$ cat src/verilog/icache_pkg.sv
package icache_pkg;

    // line geometry
    localparam int LINE_BITS      = 512;
    localparam int FETCH_BITS     = 64;    // two instructions per fetch
    localparam int OFFSET_BITS    = 6;
    localparam int ADDR_BITS      = 32;
    localparam int LINE_ADDR_BITS = ADDR_BITS - OFFSET_BITS;
    localparam int PAIR_BITS      = 3;     // pair number inside a line
    localparam int BYTE_SEL_BITS  = OFFSET_BITS - PAIR_BITS;

    // fetch address split, tag and set are cut from line_addr
    // by each module once it knows INDEX_WIDTH
    typedef struct packed {
        logic [LINE_ADDR_BITS-1:0] line_addr;
        logic [PAIR_BITS-1:0]      pair;
        logic [BYTE_SEL_BITS-1:0]  byte_sel;
    } fetch_addr_t;

    // back to the pipeline with the o_rready strobe
    typedef struct packed {
        logic [FETCH_BITS-1:0] data;
        logic [ADDR_BITS-1:0]  pc;
        logic                  adef;   // pc not word aligned
    } fetch_resp_t;

    // whole line request, held until memory answers
    typedef struct packed {
        logic                 valid;
        logic [ADDR_BITS-1:0] addr;
    } mem_req_t;

    typedef enum logic [1:0] {
        IDLE   = 2'd0,
        LOOKUP = 2'd1,
        MISS   = 2'd2,
        REFILL = 2'd3
    } ctrl_state_t;

endpackage
$ cat src/verilog/icache_req_stage.sv
`timescale 1ns/1ps

module icache_req_stage #(
    parameter int INDEX_WIDTH = 6
) (
    input  logic                    clk,
    input  logic                    rstn,
    input  icache_pkg::fetch_addr_t i_raddr,
    input  logic                    i_rvalid,
    input  logic                    i_capture,
    input  logic                    i_flush,
    output icache_pkg::fetch_addr_t o_req_addr,
    output logic                    o_resp_ok,
    output logic                    o_adef
);

    localparam int TAG_WIDTH = icache_pkg::LINE_ADDR_BITS - INDEX_WIDTH;

    // request buffer, tag and set kept apart
    logic [TAG_WIDTH-1:0]                req_tag;
    logic [INDEX_WIDTH-1:0]              req_index;
    logic [icache_pkg::PAIR_BITS-1:0]    req_pair;
    logic [icache_pkg::BYTE_SEL_BITS-1:0] req_byte;
    logic                                 flush_valid;

    always_ff @(posedge clk) begin
        if (i_capture) begin
            req_tag   <= i_raddr.line_addr[icache_pkg::LINE_ADDR_BITS-1:INDEX_WIDTH];
            req_index <= i_raddr.line_addr[INDEX_WIDTH-1:0];
            req_pair  <= i_raddr.pair;
            req_byte  <= i_raddr.byte_sel;
        end
    end

    // flush wins over a capture in the same cycle
    always_ff @(posedge clk) begin
        if (!rstn || i_flush) begin
            flush_valid <= 1'b0;
        end else if (i_capture) begin
            flush_valid <= i_rvalid;
        end
    end

    assign o_req_addr.line_addr = {req_tag, req_index};
    assign o_req_addr.pair      = req_pair;
    assign o_req_addr.byte_sel  = req_byte;

    assign o_resp_ok = flush_valid;
    assign o_adef    = |req_byte[1:0];   // fetches must be word aligned

endmodule

$ cat config.mk
export PLATFORM = sky130hd
export DESIGN_NAME = icache_req_stage
export DESIGN_NICKNAME = d
export VERILOG_FILES = /design/src/verilog/icache_pkg.sv /design/src/verilog/icache_req_stage.sv
export SDC_FILE = /design/constraint.sdc
export NUM_CORES = 1
export LEC_CHECK = 0
export ABC_CLOCK_PERIOD_IN_PS = 800
export BUFFER_PORTS_ARGS = -buffer_cell sky130_fd_sc_hd__buf_2
export CORE_MARGIN = 2
export CORE_UTILIZATION = 39
export DETAILED_ROUTE_END_ITERATION = 7
export GPL_TIMING_DRIVEN = 1
export PLACE_DENSITY = 0.77
export REMOVE_ABC_BUFFERS = 1
export SYNTH_ARGS = -nofsm -noshare
export SYNTH_HDL_FRONTEND = slang
export SYNTH_SLANG_ARGS = --single-unit
$ cat constraint.sdc
create_clock -name clk -period 0.8 [get_ports clk]
set_input_delay 0.04 -clock clk [delete_from_list [all_inputs] [get_ports clk]]
set_output_delay 0.04 -clock clk [all_outputs]
set_load 0.03 [all_outputs]
==> impl_metrics.toml <==
[outcome]
status = "finished, violations left"
violations = "setup timing"

[sta]
worstMarginPinSlew_ps = 169
finalCritPeriodShare = 1.45
rsz0062_at_grt = "true"
setup_ws_ps = -359
hold_viol = 0
relSlewSlack = 0.884
final_max_slew_viol_count = 0
finalSetupViolCount = 34
finClkSkew_ps = 0
setup_tns_ps = -4470
timing.fmax_ghz = 0.863
final.min_clock_period_ps = 1160

[pwr]
peakVddDrop_mv = 2.09
p_comb_frac = 0.220
p_switching_mw = 1.01
internal_power_mw = 2.92
clockPowerShare = 0.243
p_leak_nw = 0.878
pwr_density_cell_nw_per_um2 = 1910
swShare = 0.258
seqPwrFrac = 0.537

[logic_synthesis]
synth_adder_area_share = 0
yosys_register_bits = 33
synth.area.mux_share = 0.00991
synth_edf_count = 32
syn_area_per_cell_um2 = 28.0
ys.flop_type = "edfxtp_1"
synthXorXnorAreaFrac = 0
synth.most_common_cell = "edfxtp_1"
synth_top_cell_area_share = 0.952
async_reset_ff_frac = 0
synth_warnings = 0
yosys.area.top_type = "edfxtp_1"
synth_area_leaders = "edfxtp_1 95%, dfxtp_1 2.0%, nor3b_2 1.2%, mux2i_1 0.99%, or2_2 0.62%"
seq_area_frac_synth = 0.971
synth-compound-area-share = 0
synthesis.area_um2 = 1010
yosysUniqueCellTypes = 5
ys_top_cells_by_count = "32 x edfxtp_1, 1 x dfxtp_1, 1 x mux2i_1, 1 x nor3b_2, 1 x or2_2"
synth_simple_gate_area_frac = 0.0186
syn_inst = 36
synth_top_family_by_area = "simple AND/OR/NAND/NOR gates"

[layout]
layout.nets = 187
drive_gt1_frac = 0.543
n_antenna_cell = 0
fillers = 120
final_cell_count_no_fill = 181
syn2layout_area_growth_pct = 104
final_core_util = 0.838

[worst_setup_path]
reg2reg_slack_ps = 140
end_kind = "output pin"
worstPathMaxFanout = 2
cp_num_buf_inv = 1
timing.critical_path.slowest_stage_cell = "edfxtp_1"
crit_family = "flip-flops"
crit_required_ps = 760
startpoint_type = "register"
max_stage_delay_ps = 400
path_class = "reg2out"
worstPathArrival_ps = 1120
path_cells = "or2_4 > buf_6"

[worst_hold_path]
worstHoldPathType = "in2reg"

[run]
maxCapViolCount = 0

[drt]
first_iter_violations = 6
vias = 786
wirelength_um = 3040
viasPerCell = 4.34
antenna_left = 0
first_pass_iters = 4
post_drt_wl_per_cell_um = 16.8
drc = 0

[die]
rows = 18
initial_core_util = 0.411
die_height_um = 54.9
die_area_um2 = 3010
die_x_um = 54.9
ioPinCount = 71
core_area_um2 = 2450

[clock_tree]
clk_path_buf_depth = 2
clock-sinks = 33
cts-buffers-inserted = 5
htree_levels = 2
clk_pin_slew_ps = 100
cts_tree = "built"
insertion_delay_ps = 330
root_buffer = "clkbuf_4"

[global_routing]
grt.overflow.total = 0
grt_pass1_wl_um = 4220
grt_max_degree = 21
antenna_found_initial = 0
track_usage = 0.232
grt_pass1_vias = 860

[place]
io_buffers = 70
gp_congestion = 0.660
place_inst = 138
[final cells by class]
cell class	instances	area, µm²	area share
flip-flops and latches	33	982	0.477
repair buffers	107	947	0.460
clock buffers	8	58.8	0.0286
well taps	30	37.5	0.0182
multi-input cells	3	31.3	0.0152
[worst reg2reg max path, delay by kind of cell, from the launching register on]
kind | cells | cell delay (ps)
DFF | 1 | 340
muxes | 1 | 160
and+or+nand+nor | 1 | 60
[state kept, by name (all words and copies together) (netlist names)]
name and cells:
req_index 6, req_tag 20, req_byte 3, o_resp_ok 1, req_pair 3
[placed cells by master (no fill, tap or decap), drive strengths merged]
cell	count
edfxtp	32
mux2i	1
dlygate4sd3	34
nor3b	1
or2	1
clkbuf	8
dfxtp	1
buf	73
[final timing paths]
kind / startpoint / endpoint / cells past startpoint
worst min register to register: o_resp_ok / o_resp_ok / 2
worst min-delay path: i_capture / req_tag[18] / 1
worst max register to register: o_resp_ok / o_resp_ok / 2
worst max-delay path: req_byte[0] / o_adef / 2
[per-layer routing]
metal | global-route usage | vias to the layer above | wire length, µm
li1 | - | 372 | -
met1 | 0.226 | 361 | 1010
met2 | 0.401 | 53 | 1700
met3 | 0.142 | 0 | 334
met4 | 0.0750 | 0 | 0
met5 | 0 | - | 0
[logic make-up after synthesis]
logic type       after synthesis
flip-flops                    33
multiplexers                   1
AND/OR/NAND/NOR                2
[timing repair]
action | 4_1_cts | 5_1_grt
hold buffers | 34 | 0
setup buffers | 0 | 1
setup endpoints to repair | 34 | 34
endpoints found under the hold margin | 33 | 0
pin swaps | 1 | 0
gates resized for setup | 67 | 3
cloned | 0 | 0
[metrics by stage]
step / power (mW) / setup WS (ps) / cell area (µm²) / hold slack (ps)
global placement: 2.65 / -51.1 / 1440 / 210
global route: 4.10 / -403 / 2060 / 3.83
CTS: 3.90 / -363 / 2040 / 25.4
finish: 3.93 / -359 / 2060 / 33.6
detailed placement: 2.67 / -65.2 / 1440 / 218
floorplan: 2.41 / -178 / 1010 / 110
[power by group through the flow]
stage / logic [mW] / clock network (mW) / registers, mW
floorplan: 0.0174 / 0 / 2.39
global placement: 0.550 / 0 / 2.10
detailed placement: 0.561 / 0 / 2.11
CTS: 0.838 / 0.960 / 2.10
global route: 0.906 / 1.07 / 2.12
finish: 0.865 / 0.955 / 2.11
Note: power is estimated with default switching activity, not from simulation.
