**src/verilog/icache_pkg.sv**
```systemverilog
package icache_pkg;

    // line geometry
    localparam int LINE_BITS      = 512;
    localparam int FETCH_BITS     = 64;    // two instructions per fetch
    localparam int OFFSET_BITS    = 6;
    localparam int ADDR_BITS      = 32;
    localparam int LINE_ADDR_BITS = ADDR_BITS - OFFSET_BITS;
    localparam int PAIR_BITS      = 3;     // pair number inside a line
    localparam int BYTE_SEL_BITS  = OFFSET_BITS - PAIR_BITS;

    // fetch address split, tag and set are cut from line_addr
    // by each module once it knows INDEX_WIDTH
    typedef struct packed {
        logic [LINE_ADDR_BITS-1:0] line_addr;
        logic [PAIR_BITS-1:0]      pair;
        logic [BYTE_SEL_BITS-1:0]  byte_sel;
    } fetch_addr_t;

    // back to the pipeline with the o_rready strobe
    typedef struct packed {
        logic [FETCH_BITS-1:0] data;
        logic [ADDR_BITS-1:0]  pc;
        logic                  adef;   // pc not word aligned
    } fetch_resp_t;

    // whole line request, held until memory answers
    typedef struct packed {
        logic                 valid;
        logic [ADDR_BITS-1:0] addr;
    } mem_req_t;

    typedef enum logic [1:0] {
        IDLE   = 2'd0,
        LOOKUP = 2'd1,
        MISS   = 2'd2,
        REFILL = 2'd3
    } ctrl_state_t;

endpackage
```
**src/verilog/icache_fetch_out.sv**
```systemverilog
`timescale 1ns/1ps

module icache_fetch_out #(
    parameter int INDEX_WIDTH = 6
) (
    input  logic                             clk,
    input  logic                             rstn,
    input  icache_pkg::fetch_addr_t          i_req_addr,
    input  logic                             i_miss,
    input  logic                             i_mem_rready,
    input  logic [icache_pkg::LINE_BITS-1:0] i_mem_rdata,
    input  logic [icache_pkg::LINE_BITS-1:0] i_hit_line,
    input  logic                             i_from_refill,
    input  logic                             i_respond,
    input  logic                             i_resp_ok,
    input  logic                             i_adef,
    output icache_pkg::mem_req_t             o_mem_req,
    output logic [icache_pkg::LINE_BITS-1:0] o_refill_line,
    output logic                             o_rready,
    output icache_pkg::fetch_resp_t          o_resp
);

    localparam int TAG_WIDTH = icache_pkg::LINE_ADDR_BITS - INDEX_WIDTH;

    logic [icache_pkg::LINE_BITS-1:0]  ret_buf;    // line returned by memory
    logic [icache_pkg::LINE_BITS-1:0]  src_line;
    logic [TAG_WIDTH-1:0]              req_tag;
    logic [INDEX_WIDTH-1:0]            req_index;

    assign req_tag   = i_req_addr.line_addr[icache_pkg::LINE_ADDR_BITS-1:INDEX_WIDTH];
    assign req_index = i_req_addr.line_addr[INDEX_WIDTH-1:0];

    // line-aligned request, held for the whole miss
    assign o_mem_req.valid = i_miss;
    assign o_mem_req.addr  = {req_tag, req_index, {icache_pkg::OFFSET_BITS{1'b0}}};

    always_ff @(posedge clk) begin
        if (!rstn) begin
            ret_buf <= '0;
        end else if (i_miss && i_mem_rready) begin
            ret_buf <= i_mem_rdata;
        end
    end

    assign o_refill_line = ret_buf;

    // pair select, bits 5:3 of the pc
    assign src_line = i_from_refill ? ret_buf : i_hit_line;

    assign o_resp.data = src_line[i_req_addr.pair * icache_pkg::FETCH_BITS +:
                                  icache_pkg::FETCH_BITS];
    assign o_resp.pc   = i_req_addr;
    assign o_resp.adef = i_adef;

    // a flushed request still finishes inside but is never reported
    assign o_rready = i_respond & i_resp_ok;

endmodule

```
**config.mk**
```make
export PLATFORM = sky130hd
export DESIGN_NAME = icache_fetch_out
export DESIGN_NICKNAME = d
export VERILOG_FILES = /design/src/verilog/icache_pkg.sv /design/src/verilog/icache_fetch_out.sv
export SDC_FILE = /design/constraint.sdc
export NUM_CORES = 1
export LEC_CHECK = 0
export BUFFER_PORTS_ARGS = -buffer_cell sky130_fd_sc_hd__buf_2
export CAP_MARGIN = 20
export CORE_AREA = 2 2 667 669
export CTS_BUF_LIST = sky130_fd_sc_hd__clkbuf_4 sky130_fd_sc_hd__clkbuf_8
export CTS_CLUSTER_DIAMETER = 150
export DETAILED_ROUTE_END_ITERATION = 8
export DIE_AREA = 0 0 669 671
export GPL_ROUTABILITY_DRIVEN = 0
export GPL_TIMING_DRIVEN = 0
export HOLD_SLACK_MARGIN = 0.15
export MAX_ROUTING_LAYER = met4
export PLACE_DENSITY_LB_ADDON = 0.3
export SLEW_MARGIN = 20
export SYNTH_ARGS = -nofsm -noshare
export SYNTH_HDL_FRONTEND = slang
export SYNTH_SLANG_ARGS = --single-unit
export TNS_END_PERCENT = 50
```
**constraint.sdc**
```tcl
create_clock -name clk -period 1.4 [get_ports clk]
set_input_delay 0.14 -clock clk [delete_from_list [all_inputs] [get_ports clk]]
set_output_delay 0.14 -clock clk [all_outputs]
set_load 0.005 [all_outputs]
```
==> run_results.csv <==
group,metric,value,unit
outcome,outcome,"finished with violations",
outcome,violations,"negative setup slack",
logic_synthesis,synth_seq_cells,512,
global_route,grt.total_usage,18.6,%
setup_path,cp-start-kind,"flop",
global_route,grt_pass1_wl,502000,um
placement,post-dp-hpwl,368000,um
logic_synthesis,synthTopCellsByArea,"dfxtp_1 (39%), mux4_2 (22%), nand2_1 (15%)",
placement,portBuffers,1667,
timing,period_minus_slack,2.78,ns
timing,maxSlewViolCount,0,
power,power.leakage,24.7,nW
final_layout,fin_area,0.0637,mm2
floorplanning,die_area,0.449,mm2
hold_path,hold_path_class,"input port to flop",
clock_network,cts_tree,"yes",
final_layout,largest_reg_flops,512,
final_layout,syn_to_final_growth,140,%
flow_run,drv_cap,0,
global_route,grt_overflow_total,0,
power,ir_worst_vdd,0.717,mV
drt,drtAntennaViolNets,0,
power,p_total,52.3,mW
clock_network,clk_pin_slew,0.06,ns
setup_path,crit_type,"flop to output pin",
clock_network,cts_root_buffer,"clkbuf_8",
timing,finalSetupViolCount,609,
logic_synthesis,synth_cells,2824,
floorplanning,dieWidth,669,um
logic_synthesis,yosysTopAreaCell,"dfxtp_1",
timing,period_share,199,%
setup_path,critPathCaptureType,"output pin",
drt,totalWireLength,424000,um
logic_synthesis,yosysTopAreaCellShare,38.5,%
timing,slew_headroom,25.7,%
clock_network,htree_levels,3,
floorplanning,core,0.441,mm2
drt,vias,37400,
logic_synthesis,synth.cell_area,0.0266,mm2
drt,drc_errors,0,
logic_synthesis,yosysWarnings,0,
timing,tightest_slew,1.11,ns
timing,rsz0062_at_grt,"yes",
setup_path,cp_slowest_stage_delay,0.50,ns
drt,via_per_inst,3.15,
global_route,grt_max_degree,18,
clock_network,cts_buffer_depth,4,
floorplanning,start_util,6.03,%
setup_path,crit_arrival,2.64,ns
global_route,grt_pass1_vias,37100,
final_layout,fillCellCount,50200,
final_layout,finalNetCount,6820,
setup_path,reg2reg_slack,0.14,ns
timing,fin_ws,-1.38,ns
timing,fin_skew,0,ns
clock_network,cts_buffers,118,
setup_path,path_max_fanout,2,
placement,placed_area,0.0431,mm2
clock_network,clock_latency,0.99,ns
final_layout,final_layout_size_suffix_gt1_share,51.2,%
floorplanning,die_h,671,um
timing,maxClockFrequency,359,MHz
drt,drtPass1Iterations,5,
setup_path,required,1.26,ns
logic_synthesis,syn_area_per_cell,9.42,um2
timing,hold_viol,0,
logic_synthesis,ys_seq_area_share,38.5,%
power,powerDensity,820,mW/mm2
clock_network,cts_sinks,512,
logic_synthesis,synthDistinctLibCells,14,
floorplanning,num_rows,244,
setup_path,slowest_stage,"mux4_2",
global_route,antenna_found_initial,187,
setup_path,crit_chain,"mux4_2, a22oi_2, nand2_2, buf_6",
drt,drt_iter0_markers,2970,
floorplanning,pin_count,1707,
drt,post_drt_wl_per_cell,35.7,um
-- cell type report --
cell class	count	area, um2	share of cell area (%)
timing repair buffer	2808	24600	38.6
buffer	319	1950	3.05
clock buffer	181	2290	3.59
antenna	141	353	0.554
sequential	512	11700	18.4
clock inverter	20	272	0.426
multi-input combinational	1997	15200	23.8
tap	5904	7390	11.6
-- Yosys cell counts --
library cell and count:
buf_2 61, nand2_1 1089, nor2b_1 2, buf_6 13
clkbuf_1 148, nor2_1 1, dfxtp_1 512, buf_1 26
and2_1 3, conb_1 1, a21boi_0 512, buf_4 72
a22oi_1 128, mux4_2 256
-- power by group --
| group | switching, mW | internal (mW) | total, mW |
|---|---|---|---|
| registers | 1.38 | 15.0 | 16.3 |
| logic | 8.11 | 7.37 | 15.5 |
| clock network | 9.05 | 11.4 | 20.5 |
-- worst max-delay path: cells and delay by family, from the launching register on --
kind | cells | cell delay [ns]
mux | 1 | 0.50
buf+inv | 1 | 0.17
simple gates | 1 | 0.16
flops | 1 | 0.38
compound gates | 1 | 0.42
-- stage by stage --
step / setup WS [ns] / hold slack, ns / utilization (%) / TNS [ns] / cells
2_1_floorplan: -0.0284 / 0.285 / - / -1.58 / 2829
3_3_place_gp: -4.70 / 0.394 / 9.64 / -1796.31 / 10400
3_5_place_dp: -1.91 / 0.399 / 9.77 / -667.13 / 10400
4_1_cts: -1.57 / 0.150 / 13.9 / -357.41 / 11700
5_1_grt: -1.46 / 0.163 / 14.4 / -289.09 / 11900
6_report: -1.38 / 0.142 / 14.4 / -220.77 / 11900
-- routing by layer --
metal / part of all wire (%) / vias to the layer above / track usage, % / routed length [um]
met4: 4.6 / 0 / 6.68 / 19300
met5: 0 / - / - / 0
met2: 47 / 2257 / 30.4 / 200000
met1: 36 / 18700 / 19.7 / 154000
met3: 12 / 504 / 8.49 / 51200
li1: - / 16000 / - / -
-- cell usage in the layout, fill, tap and decap left out, types with 100 or more instances in the layout --
master / netlist / layout
buf_2: 61 / 1245
nand2_1: 1089 / 1066
dlygate4sd3_1: 0 / 1042
a21boi_0: 512 / 512
dfxtp_4: 0 / 366
buf_6: 13 / 296
mux4_2: 256 / 256
buf_12: 0 / 160
clkbuf_8: 0 / 149
diode_2: 0 / 141
buf_8: 0 / 108
buf_4: 72 / 101
clkbuf_1: 148 / 100
-- kinds of logic (layout without fill, tap and decap cells) --
logic type	Yosys count	in the layout	synth area share (%)
AOI/OAI and AO/OA	640	640	18.1
muxes	256	256	21.7
and+or+nand+nor	1095	1095	15.5
buffers and inverters	320	3328	6.19
other	1	147	0.0141
DFF	512	512	38.5
-- final timing paths --
check / end / depth (start not counted) / startpoint
min reg2reg: o_refill_line[441] / 2 / o_refill_line[441]
max reg2reg: o_refill_line[11] / 3 / o_refill_line[11]
max: o_resp[51] / 4 / o_refill_line[146]
min: o_refill_line[509] / 5 / i_mem_rready
-- timing repair --
action,in CTS,in global routing
setup endpoints to repair,732,895
gates cloned,0,0
endpoints found under the hold margin,512,6
gates resized for setup,1629,732
pin swaps,67,42
hold buffers,1035,7
buffers inserted,60,31
Power figures use the tool's default switching activity.
