===== src/verilog/icache_pkg.sv =====
package icache_pkg;

    // line geometry
    localparam int LINE_BITS      = 512;
    localparam int FETCH_BITS     = 64;    // two instructions per fetch
    localparam int OFFSET_BITS    = 6;
    localparam int ADDR_BITS      = 32;
    localparam int LINE_ADDR_BITS = ADDR_BITS - OFFSET_BITS;
    localparam int PAIR_BITS      = 3;     // pair number inside a line
    localparam int BYTE_SEL_BITS  = OFFSET_BITS - PAIR_BITS;

    // fetch address split, tag and set are cut from line_addr
    // by each module once it knows INDEX_WIDTH
    typedef struct packed {
        logic [LINE_ADDR_BITS-1:0] line_addr;
        logic [PAIR_BITS-1:0]      pair;
        logic [BYTE_SEL_BITS-1:0]  byte_sel;
    } fetch_addr_t;

    // back to the pipeline with the o_rready strobe
    typedef struct packed {
        logic [FETCH_BITS-1:0] data;
        logic [ADDR_BITS-1:0]  pc;
        logic                  adef;   // pc not word aligned
    } fetch_resp_t;

    // whole line request, held until memory answers
    typedef struct packed {
        logic                 valid;
        logic [ADDR_BITS-1:0] addr;
    } mem_req_t;

    typedef enum logic [1:0] {
        IDLE   = 2'd0,
        LOOKUP = 2'd1,
        MISS   = 2'd2,
        REFILL = 2'd3
    } ctrl_state_t;

endpackage

===== src/verilog/icache_ctrl.sv =====
`timescale 1ns/1ps

module icache_ctrl (
    input  logic       clk,
    input  logic       rstn,
    input  logic       i_rvalid,
    input  logic       i_flush,
    input  logic       i_adef,
    input  logic       i_hit,
    input  logic       i_hit_way,
    input  logic       i_victim_way,
    input  logic       i_mem_rready,
    output logic       o_capture,
    output logic       o_miss,
    output logic [1:0] o_way_we,
    output logic       o_lru_we,
    output logic       o_lru_way,
    output logic       o_respond,
    output logic       o_from_refill,
    output logic       o_idle
);

    icache_pkg::ctrl_state_t state;
    icache_pkg::ctrl_state_t next_state;

    always_ff @(posedge clk) begin
        if (!rstn) begin
            state <= icache_pkg::IDLE;
        end else begin
            state <= next_state;
        end
    end

    always_comb begin
        next_state    = state;
        o_capture     = 1'b0;
        o_miss        = 1'b0;
        o_way_we      = 2'b00;
        o_lru_we      = 1'b0;
        o_lru_way     = 1'b0;
        o_respond     = 1'b0;
        o_from_refill = 1'b0;

        case (state)
            icache_pkg::IDLE: begin
                o_capture = 1'b1;   // buffer follows the pipeline while idle
                if (i_rvalid && !i_flush) begin
                    next_state = icache_pkg::LOOKUP;
                end
            end

            icache_pkg::LOOKUP: begin
                if (i_flush) begin
                    next_state = icache_pkg::IDLE;
                end else if (i_adef) begin
                    o_respond  = 1'b1;   // no memory access for a bad pc
                    next_state = icache_pkg::IDLE;
                end else if (i_hit) begin
                    o_respond  = 1'b1;
                    o_lru_we   = 1'b1;
                    o_lru_way  = i_hit_way;
                    // next fetch taken right away, one response per cycle
                    o_capture  = i_rvalid;
                    next_state = i_rvalid ? icache_pkg::LOOKUP : icache_pkg::IDLE;
                end else begin
                    next_state = icache_pkg::MISS;
                end
            end

            icache_pkg::MISS: begin
                o_miss = 1'b1;
                if (i_mem_rready) begin
                    next_state = icache_pkg::REFILL;
                end
            end

            icache_pkg::REFILL: begin
                // line goes into the victim way, which becomes most recent
                o_way_we      = {i_victim_way, ~i_victim_way};
                o_lru_we      = 1'b1;
                o_lru_way     = i_victim_way;
                o_respond     = 1'b1;
                o_from_refill = 1'b1;
                o_capture     = i_rvalid && !i_flush;
                next_state    = (i_rvalid && !i_flush) ? icache_pkg::LOOKUP
                                                       : icache_pkg::IDLE;
            end

            default: begin
                next_state = icache_pkg::IDLE;
            end
        endcase
    end

    assign o_idle = (state == icache_pkg::IDLE);

endmodule


===== config.mk =====
export PLATFORM = sky130hd
export DESIGN_NAME = icache_ctrl
export DESIGN_NICKNAME = d
export VERILOG_FILES = /design/src/verilog/icache_pkg.sv /design/src/verilog/icache_ctrl.sv
export SDC_FILE = /design/constraint.sdc
export NUM_CORES = 1
export LEC_CHECK = 0
export BUFFER_PORTS_ARGS = -buffer_cell sky130_fd_sc_hd__buf_2
export CORE_AREA = 2 2 39 41
export DETAILED_ROUTE_END_ITERATION = 8
export DIE_AREA = 0 0 41 43
export PLACE_DENSITY_LB_ADDON = 0.1
export SETUP_SLACK_MARGIN = 0.4
export SLEW_MARGIN = 20
export SYNTH_ARGS = -nofsm -noshare
export SYNTH_HDL_FRONTEND = slang
export SYNTH_SLANG_ARGS = --single-unit

===== constraint.sdc =====
create_clock -name clk -period 0.9 [get_ports clk]
set_input_delay 0.09 -clock clk [delete_from_list [all_inputs] [get_ports clk]]
set_output_delay 0.09 -clock clk [all_outputs]
set_load 0.01 [all_outputs]

==> results of run 1 <==
==> path summary, 6_finish.rpt <==
path              cells past startpoint  slack (ns)      start               endpoint
setup / recovery                      3       -0.24  flip-flop               o_lru_we
hold / removal                        2        0.09       rstn              flip-flop
setup reg to reg                      4       -0.06  flip-flop  state[0]$_SDFFE_PN0P_
hold reg to reg                       1        0.54  flip-flop  state[0]$_SDFFE_PN0P_
==> placed cells by master, fill, tap and decap left out, drive strengths merged <==
master,synthesis,layout
buf,2,25
nor2,5,5
clkbuf,0,3
nor2b,3,3
nand2b,2,2
dfxtp,2,2
inv,2,2
a21oi,2,2
a21o,1,1
and2,1,1
a31o,1,1
and3,1,1
nand2,1,1
nand4,1,1
a21boi,1,1
o21a,1,1
a22oi,1,1
o211a,1,1
a31oi,1,1
==> stage by stage <==
| step | area [um^2] | TNS [ns] | hold WS (ns) | power, W |
|---|---|---|---|---|
| 2_1_floorplan | 246 | -0.00783 | 0.202 | 0.000137 |
| 3_3_place_gp | 359 | -0.103 | 0.329 | 0.000178 |
| 3_5_place_dp | 359 | -0.121 | 0.328 | 0.000178 |
| 4_1_cts | 463 | -1.75 | 0.0889 | 0.000405 |
| 5_1_grt | 472 | -2.03 | 0.112 | 0.000417 |
| 6_report | 472 | -1.62 | 0.0928 | 0.000391 |
==> cells in the mapped netlist, types with 2 or more instances <==
library cell,count,area [um^2]
sky130_fd_sc_hd__a21oi_1,2,10.0
sky130_fd_sc_hd__nor2b_1,2,12.5
sky130_fd_sc_hd__nand2b_1,2,12.5
sky130_fd_sc_hd__buf_6,2,22.5
sky130_fd_sc_hd__inv_1,2,7.51
sky130_fd_sc_hd__nor2_1,5,18.8
sky130_fd_sc_hd__dfxtp_1,2,40.0
==> power by group <==
group	switching, W	internal (W)	total (W)	leakage (nW)
clock network	0.0000534	0.000147	0.000201	0.0138
registers	0.00000606	0.0000881	0.0000942	0.0178
logic	0.0000447	0.0000518	0.0000965	0.191
total	0.000104	0.000287	0.000391	0.223
==> routing by layer <==
| layer | track usage [%] | vias to the layer above | wire [um] |
|---|---|---|---|
| met4 | 12.0 | 0 | 25 |
| met2 | 13.8 | 11 | 369 |
| met3 | 1.57 | 4 | 66 |
| li1 | - | 151 | - |
| met1 | 9.27 | 137 | 247 |
| met5 | 0 | - | 0 |
==> kinds of logic after synthesis <==
| kind of cell | Yosys count | synth area share (%) |
|---|---|---|
| AND/OR/NAND/NOR | 14 | 37.4 |
| AO/OA/AOI/OAI | 9 | 31.3 |
| buffers and inverters | 4 | 13.4 |
| flip-flops | 2 | 17.9 |
==> layout make-up <==
cell class | instances | share of cell area, %
multi-input combinational | 23 | 42.4
inverter | 2 | 1.59
tap | 16 | 4.24
clock buffer | 3 | 4.77
sequential | 2 | 10.1
timing repair buffer | 25 | 36.9
==> repair_timing <==
item | in CTS | in global routing
resized for setup | 9 | 2
buffers inserted | 4 | 0
hold buffers | 0 | 0
endpoints found under the setup margin | 11 | 11
pin swaps | 1 | 0
==> impl_metrics.toml, run 1 <==
[outcome]
outcome = "finished with violations"
violations = "setup timing"

[worst_hold_path]
worst_hold_path_type = "in2reg"

[grt]
global_route.usage.total_pct = 9.42
grt_pass1_vias = 263
grt.overflow.total = 0
grt_antenna_before_repair = 0
pin_count_of_the_biggest_net_entering_global_routing = 9
grt_pass1_wl_um = 1010

[critical_path]
worstPathArrival_ns = 1.05
crit_path_cell_trace = "and2_4, a31o_4, buf_6"
worst-endpoint-required_ns = 0.81
startpoint_type = "flip-flop"
critPathBufInv = 1
critical-path-max-stage-delay_ns = 0.35
critical_path.max_fanout = 6
end_kind = "output port"
cp_slowest_cell = "sky130_fd_sc_hd__dfxtp_4"
worst_path_dominant_cell_family = "flip-flops"
path_class = "reg2out"

[sta]
finalWorstPathRequiredPeriod_ns = 1.14
final_hold_viol_count = 0
rsz0062_at_grt = "yes"
worst_slew_pin_slew_ns = 0.143
worst_slew_margin_pct = 90.4
clock_skew_ns = 0.00128
finalSetupViolCount = 11
min_period_over_period_pct = 127
max_freq_mhz = 878
slew_violations = 0
timing.final.ws_setup_ns = -0.239

[route]
average_wire_per_cell_in_the_routed_design_um = 9.99
via_per_inst = 4.27
detail_route.first_pass.iterations = 1
iteration_0_drc_count_of_the_detailed_router = 0
antenna_left = 0
totalWireLength_um = 709
dr_total_vias = 303
drc = 0

[clocking]
cts_tree = "yes"
number_of_buffers_inserted_during_clock_tree_synthesis = 3
cts.sinks = 2
ctsLongestPathBuffers = 2
register_clock_pin_slew_on_the_reported_worst_setup_and_hold_paths_ns = 0.03
h-tree-depth = 1
clock-root-buffer = "sky130_fd_sc_hd__clkbuf_4"
worst_skew_pair.late_latency_ns = 0.22

[placement]
detailedPlacementHpwl_um = 518
placedCellCount = 64
place_congestion = 0.655
place_worst_setup_slack_ns = -0.0429
io_buffers = 17

[final_layout]
flow.area_growth_from_synthesis_pct = 111
fin_cells = 71
multi_input_area_um2 = 200
layout-drive-gt1-share_pct = 74.5
design.final.nets = 66
fill_cells = 157
post-route-util_pct = 34.1
insertedDiodeCount = 0
regArea_um2 = 47.5

[synthesis]
synth-async-reset-ratio_pct = 0
synth.net_count = 38
synthesis.area_per_instance_um2 = 7.72
synth_edf_count = 0
seq_area_frac_synth_pct = 17.9
yosysWarningCount = 0
yosysUniqueCellTypes = 19
syn-cell-area_um2 = 224
top_ff_cell_synth = "sky130_fd_sc_hd__dfxtp_1"
synth.ff_latch_count = 2
syn-instance-count = 29

[power_and_ir_drop]
worst_ir_drop_vdd_uv = 370
power_density_nw_per_um2 = 830
leakagePower_nw = 0.223

[floorplanning]
io_pins = 18
die_area_um2 = 1760
width_of_the_chip_um = 41
start_util_pct = 16.2
placement_rows = 14
y_dimension_of_the_die_um = 43
coreArea_um2 = 1380

[flow_run]
timing.max_cap.violations = 0
Note: power is estimated with default switching activity, not from simulation.
==> run 2: changes to the inputs <==
Settings changed: PLACE_DENSITY_LB_ADDON 0.1 to unset.
==> impl_metrics.toml, run 2 (synthesis results as in run 1) <==
[floorplanning]
y_dimension_of_the_die_um = 43
width_of_the_chip_um = 41
die_area_um2 = 1760
start_util_pct = 16.2
placement_rows = 14
io_pins = 18
coreArea_um2 = 1380

[critical_path]
end_kind = "output port"
worstPathArrival_ns = 1.05
worst_r2r_path_depth = 5
worst-endpoint-required_ns = 0.81
startpoint_type = "flip-flop"
cp_slowest_cell = "sky130_fd_sc_hd__dfxtp_4"
reg2reg_to = "state[0]$_SDFFE_PN0P_"
setup.reg_to_reg.worst_slack_ns = -0.13
critPathBufInv = 1
critical-path-max-stage-delay_ns = 0.35
crit_path_cell_trace = "and2_4, a31o_4, buf_6"
critical_path.max_fanout = 5
worst_path_dominant_cell_family = "flip-flops"
timing.rr.start = "state[0]$_SDFFE_PN0P_"
path_class = "reg2out"

[clocking]
cts.hold.buffers_added = 0
cts_tree = "yes"
h-tree-depth = 1
worst_skew_pair.late_latency_ns = 0.22
ctsLongestPathBuffers = 2
number_of_buffers_inserted_during_clock_tree_synthesis = 3
cts.sinks = 2
register_clock_pin_slew_on_the_reported_worst_setup_and_hold_paths_ns = 0.03
clock-root-buffer = "sky130_fd_sc_hd__clkbuf_4"

[final_layout]
fill_cells = 152
design.final.nets = 68
fin_cells = 73
insertedDiodeCount = 0
mostFrequentLayoutCell = "sky130_fd_sc_hd__buf_2"
flow.area_growth_from_synthesis_pct = 122
multi_input_area_um2 = 200
regArea_um2 = 47.5
layout_common_cells = "sky130_fd_sc_hd__buf_2, sky130_fd_sc_hd__buf_6, sky130_fd_sc_hd__buf_4"
layout-drive-gt1-share_pct = 73.7

[sta]
finalWorstPathRequiredPeriod_ns = 1.14
worst_slew_pin_slew_ns = 0.139
timing.final.ws_setup_ns = -0.237
finalSetupViolCount = 10
rsz0062_at_grt = "yes"
clock_skew_ns = 0.00127
min_period_over_period_pct = 126
worst_slew_margin_pct = 90.7
max_freq_mhz = 879
slew_violations = 0
totalNegativeSetupSlack_ns = -1.58
final_hold_viol_count = 0

[power_and_ir_drop]
power_density_nw_per_um2 = 800
worst_ir_drop_vdd_uv = 258
leakagePower_nw = 0.234

[grt]
grt.overflow.total = 0
grt_pass1_wl_um = 1090
grt_pass1_vias = 272
grt_antenna_before_repair = 0
pin_count_of_the_biggest_net_entering_global_routing = 7
global_route.usage.total_pct = 9.21

[route]
dr_total_vias = 307
via_per_inst = 4.21
average_wire_per_cell_in_the_routed_design_um = 8.97
detail_route.first_pass.iterations = 2
antenna_left = 0
iteration_0_drc_count_of_the_detailed_router = 1
totalWireLength_um = 655
drc = 0

[flow_run]
timing.max_cap.violations = 0

[placement]
place_congestion = 0.768
io_buffers = 17
placedCellCount = 67

[outcome]
outcome = "finished with violations"
violations = "setup timing"

[worst_hold_path]
whs_path_depth = 2
min-delay-start = "rstn"
worst_hold_path_type = "in2reg"
==> run 2: changes by cell type in the layout (fill, tap and decap cells not counted), sizes merged <==
cell and change:
buf +2
==> run 2: worst max-delay path by stage <==
stage          cells past startpoint                     to                  start  slack (ns)
3_5_place_dp                       3            o_way_we[0]  state[0]$_SDFFE_PN0P_       -0.04
6_report                           3               o_lru_we              flip-flop       -0.24
3_3_place_gp                       3               o_lru_we  state[0]$_SDFFE_PN0P_       -0.02
5_1_grt                            4              o_capture              flip-flop       -0.26
4_1_cts                            3               o_lru_we              flip-flop       -0.25
2_1_floorplan                      4  state[0]$_SDFFE_PN0P_              flip-flop      -0.008
==> run 2: area by class of cell <==
cell class | instances | share of cell area, %
Multi-Input combinational cell | 23 | 40.2
Timing Repair Buffer | 27 | 40.2
Sequential cell | 2 | 9.55
Clock buffer | 3 | 4.52
Tap cell | 16 | 4.02
Inverter | 2 | 1.51
==> run 2: layer usage <==
layer | part of all wire, % | vias to the layer above | GRT usage (%)
met2 | 52 | 9 | 13.1
li1 | - | 159 | -
met1 | 42 | 139 | 11.1
met5 | 0 | - | 0
met3 | 6.0 | 0 | 3.14
met4 | 0 | 0 | 6.00
==> run 2: report_power, final <==
group / total (W) / leakage [nW] / switching [W] / internal, W
clock: 0.000200 / 0.0138 / 0.0000526 / 0.000147
combinational: 0.000105 / 0.202 / 0.0000457 / 0.0000592
sequential: 0.0000936 / 0.0178 / 0.00000551 / 0.0000881
total: 0.000398 / 0.234 / 0.000104 / 0.000295
==> run 2: metrics by stage <==
step                area (um^2)  setup WS, ns  hold slack (ns)  utilization [%]  total power, W
floorplan                   246      -0.00783            0.202                -        0.000137
global placement            382       -0.0234            0.320             27.6        0.000183
detailed placement          382       -0.0367            0.321             27.6        0.000184
CTS                         475        -0.251           0.0829             34.4        0.000406
global route                498        -0.264            0.127             36.0        0.000428
finish                      498        -0.237           0.0908             36.0        0.000398
==> run 2: timing repair <==
item | 4_1_cts | 5_1_grt
endpoints found under the setup margin | 11 | 11
gates resized for setup | 13 | 3
cloned | 0 | 0
setup buffers | 3 | 0
pin swaps | 4 | 2
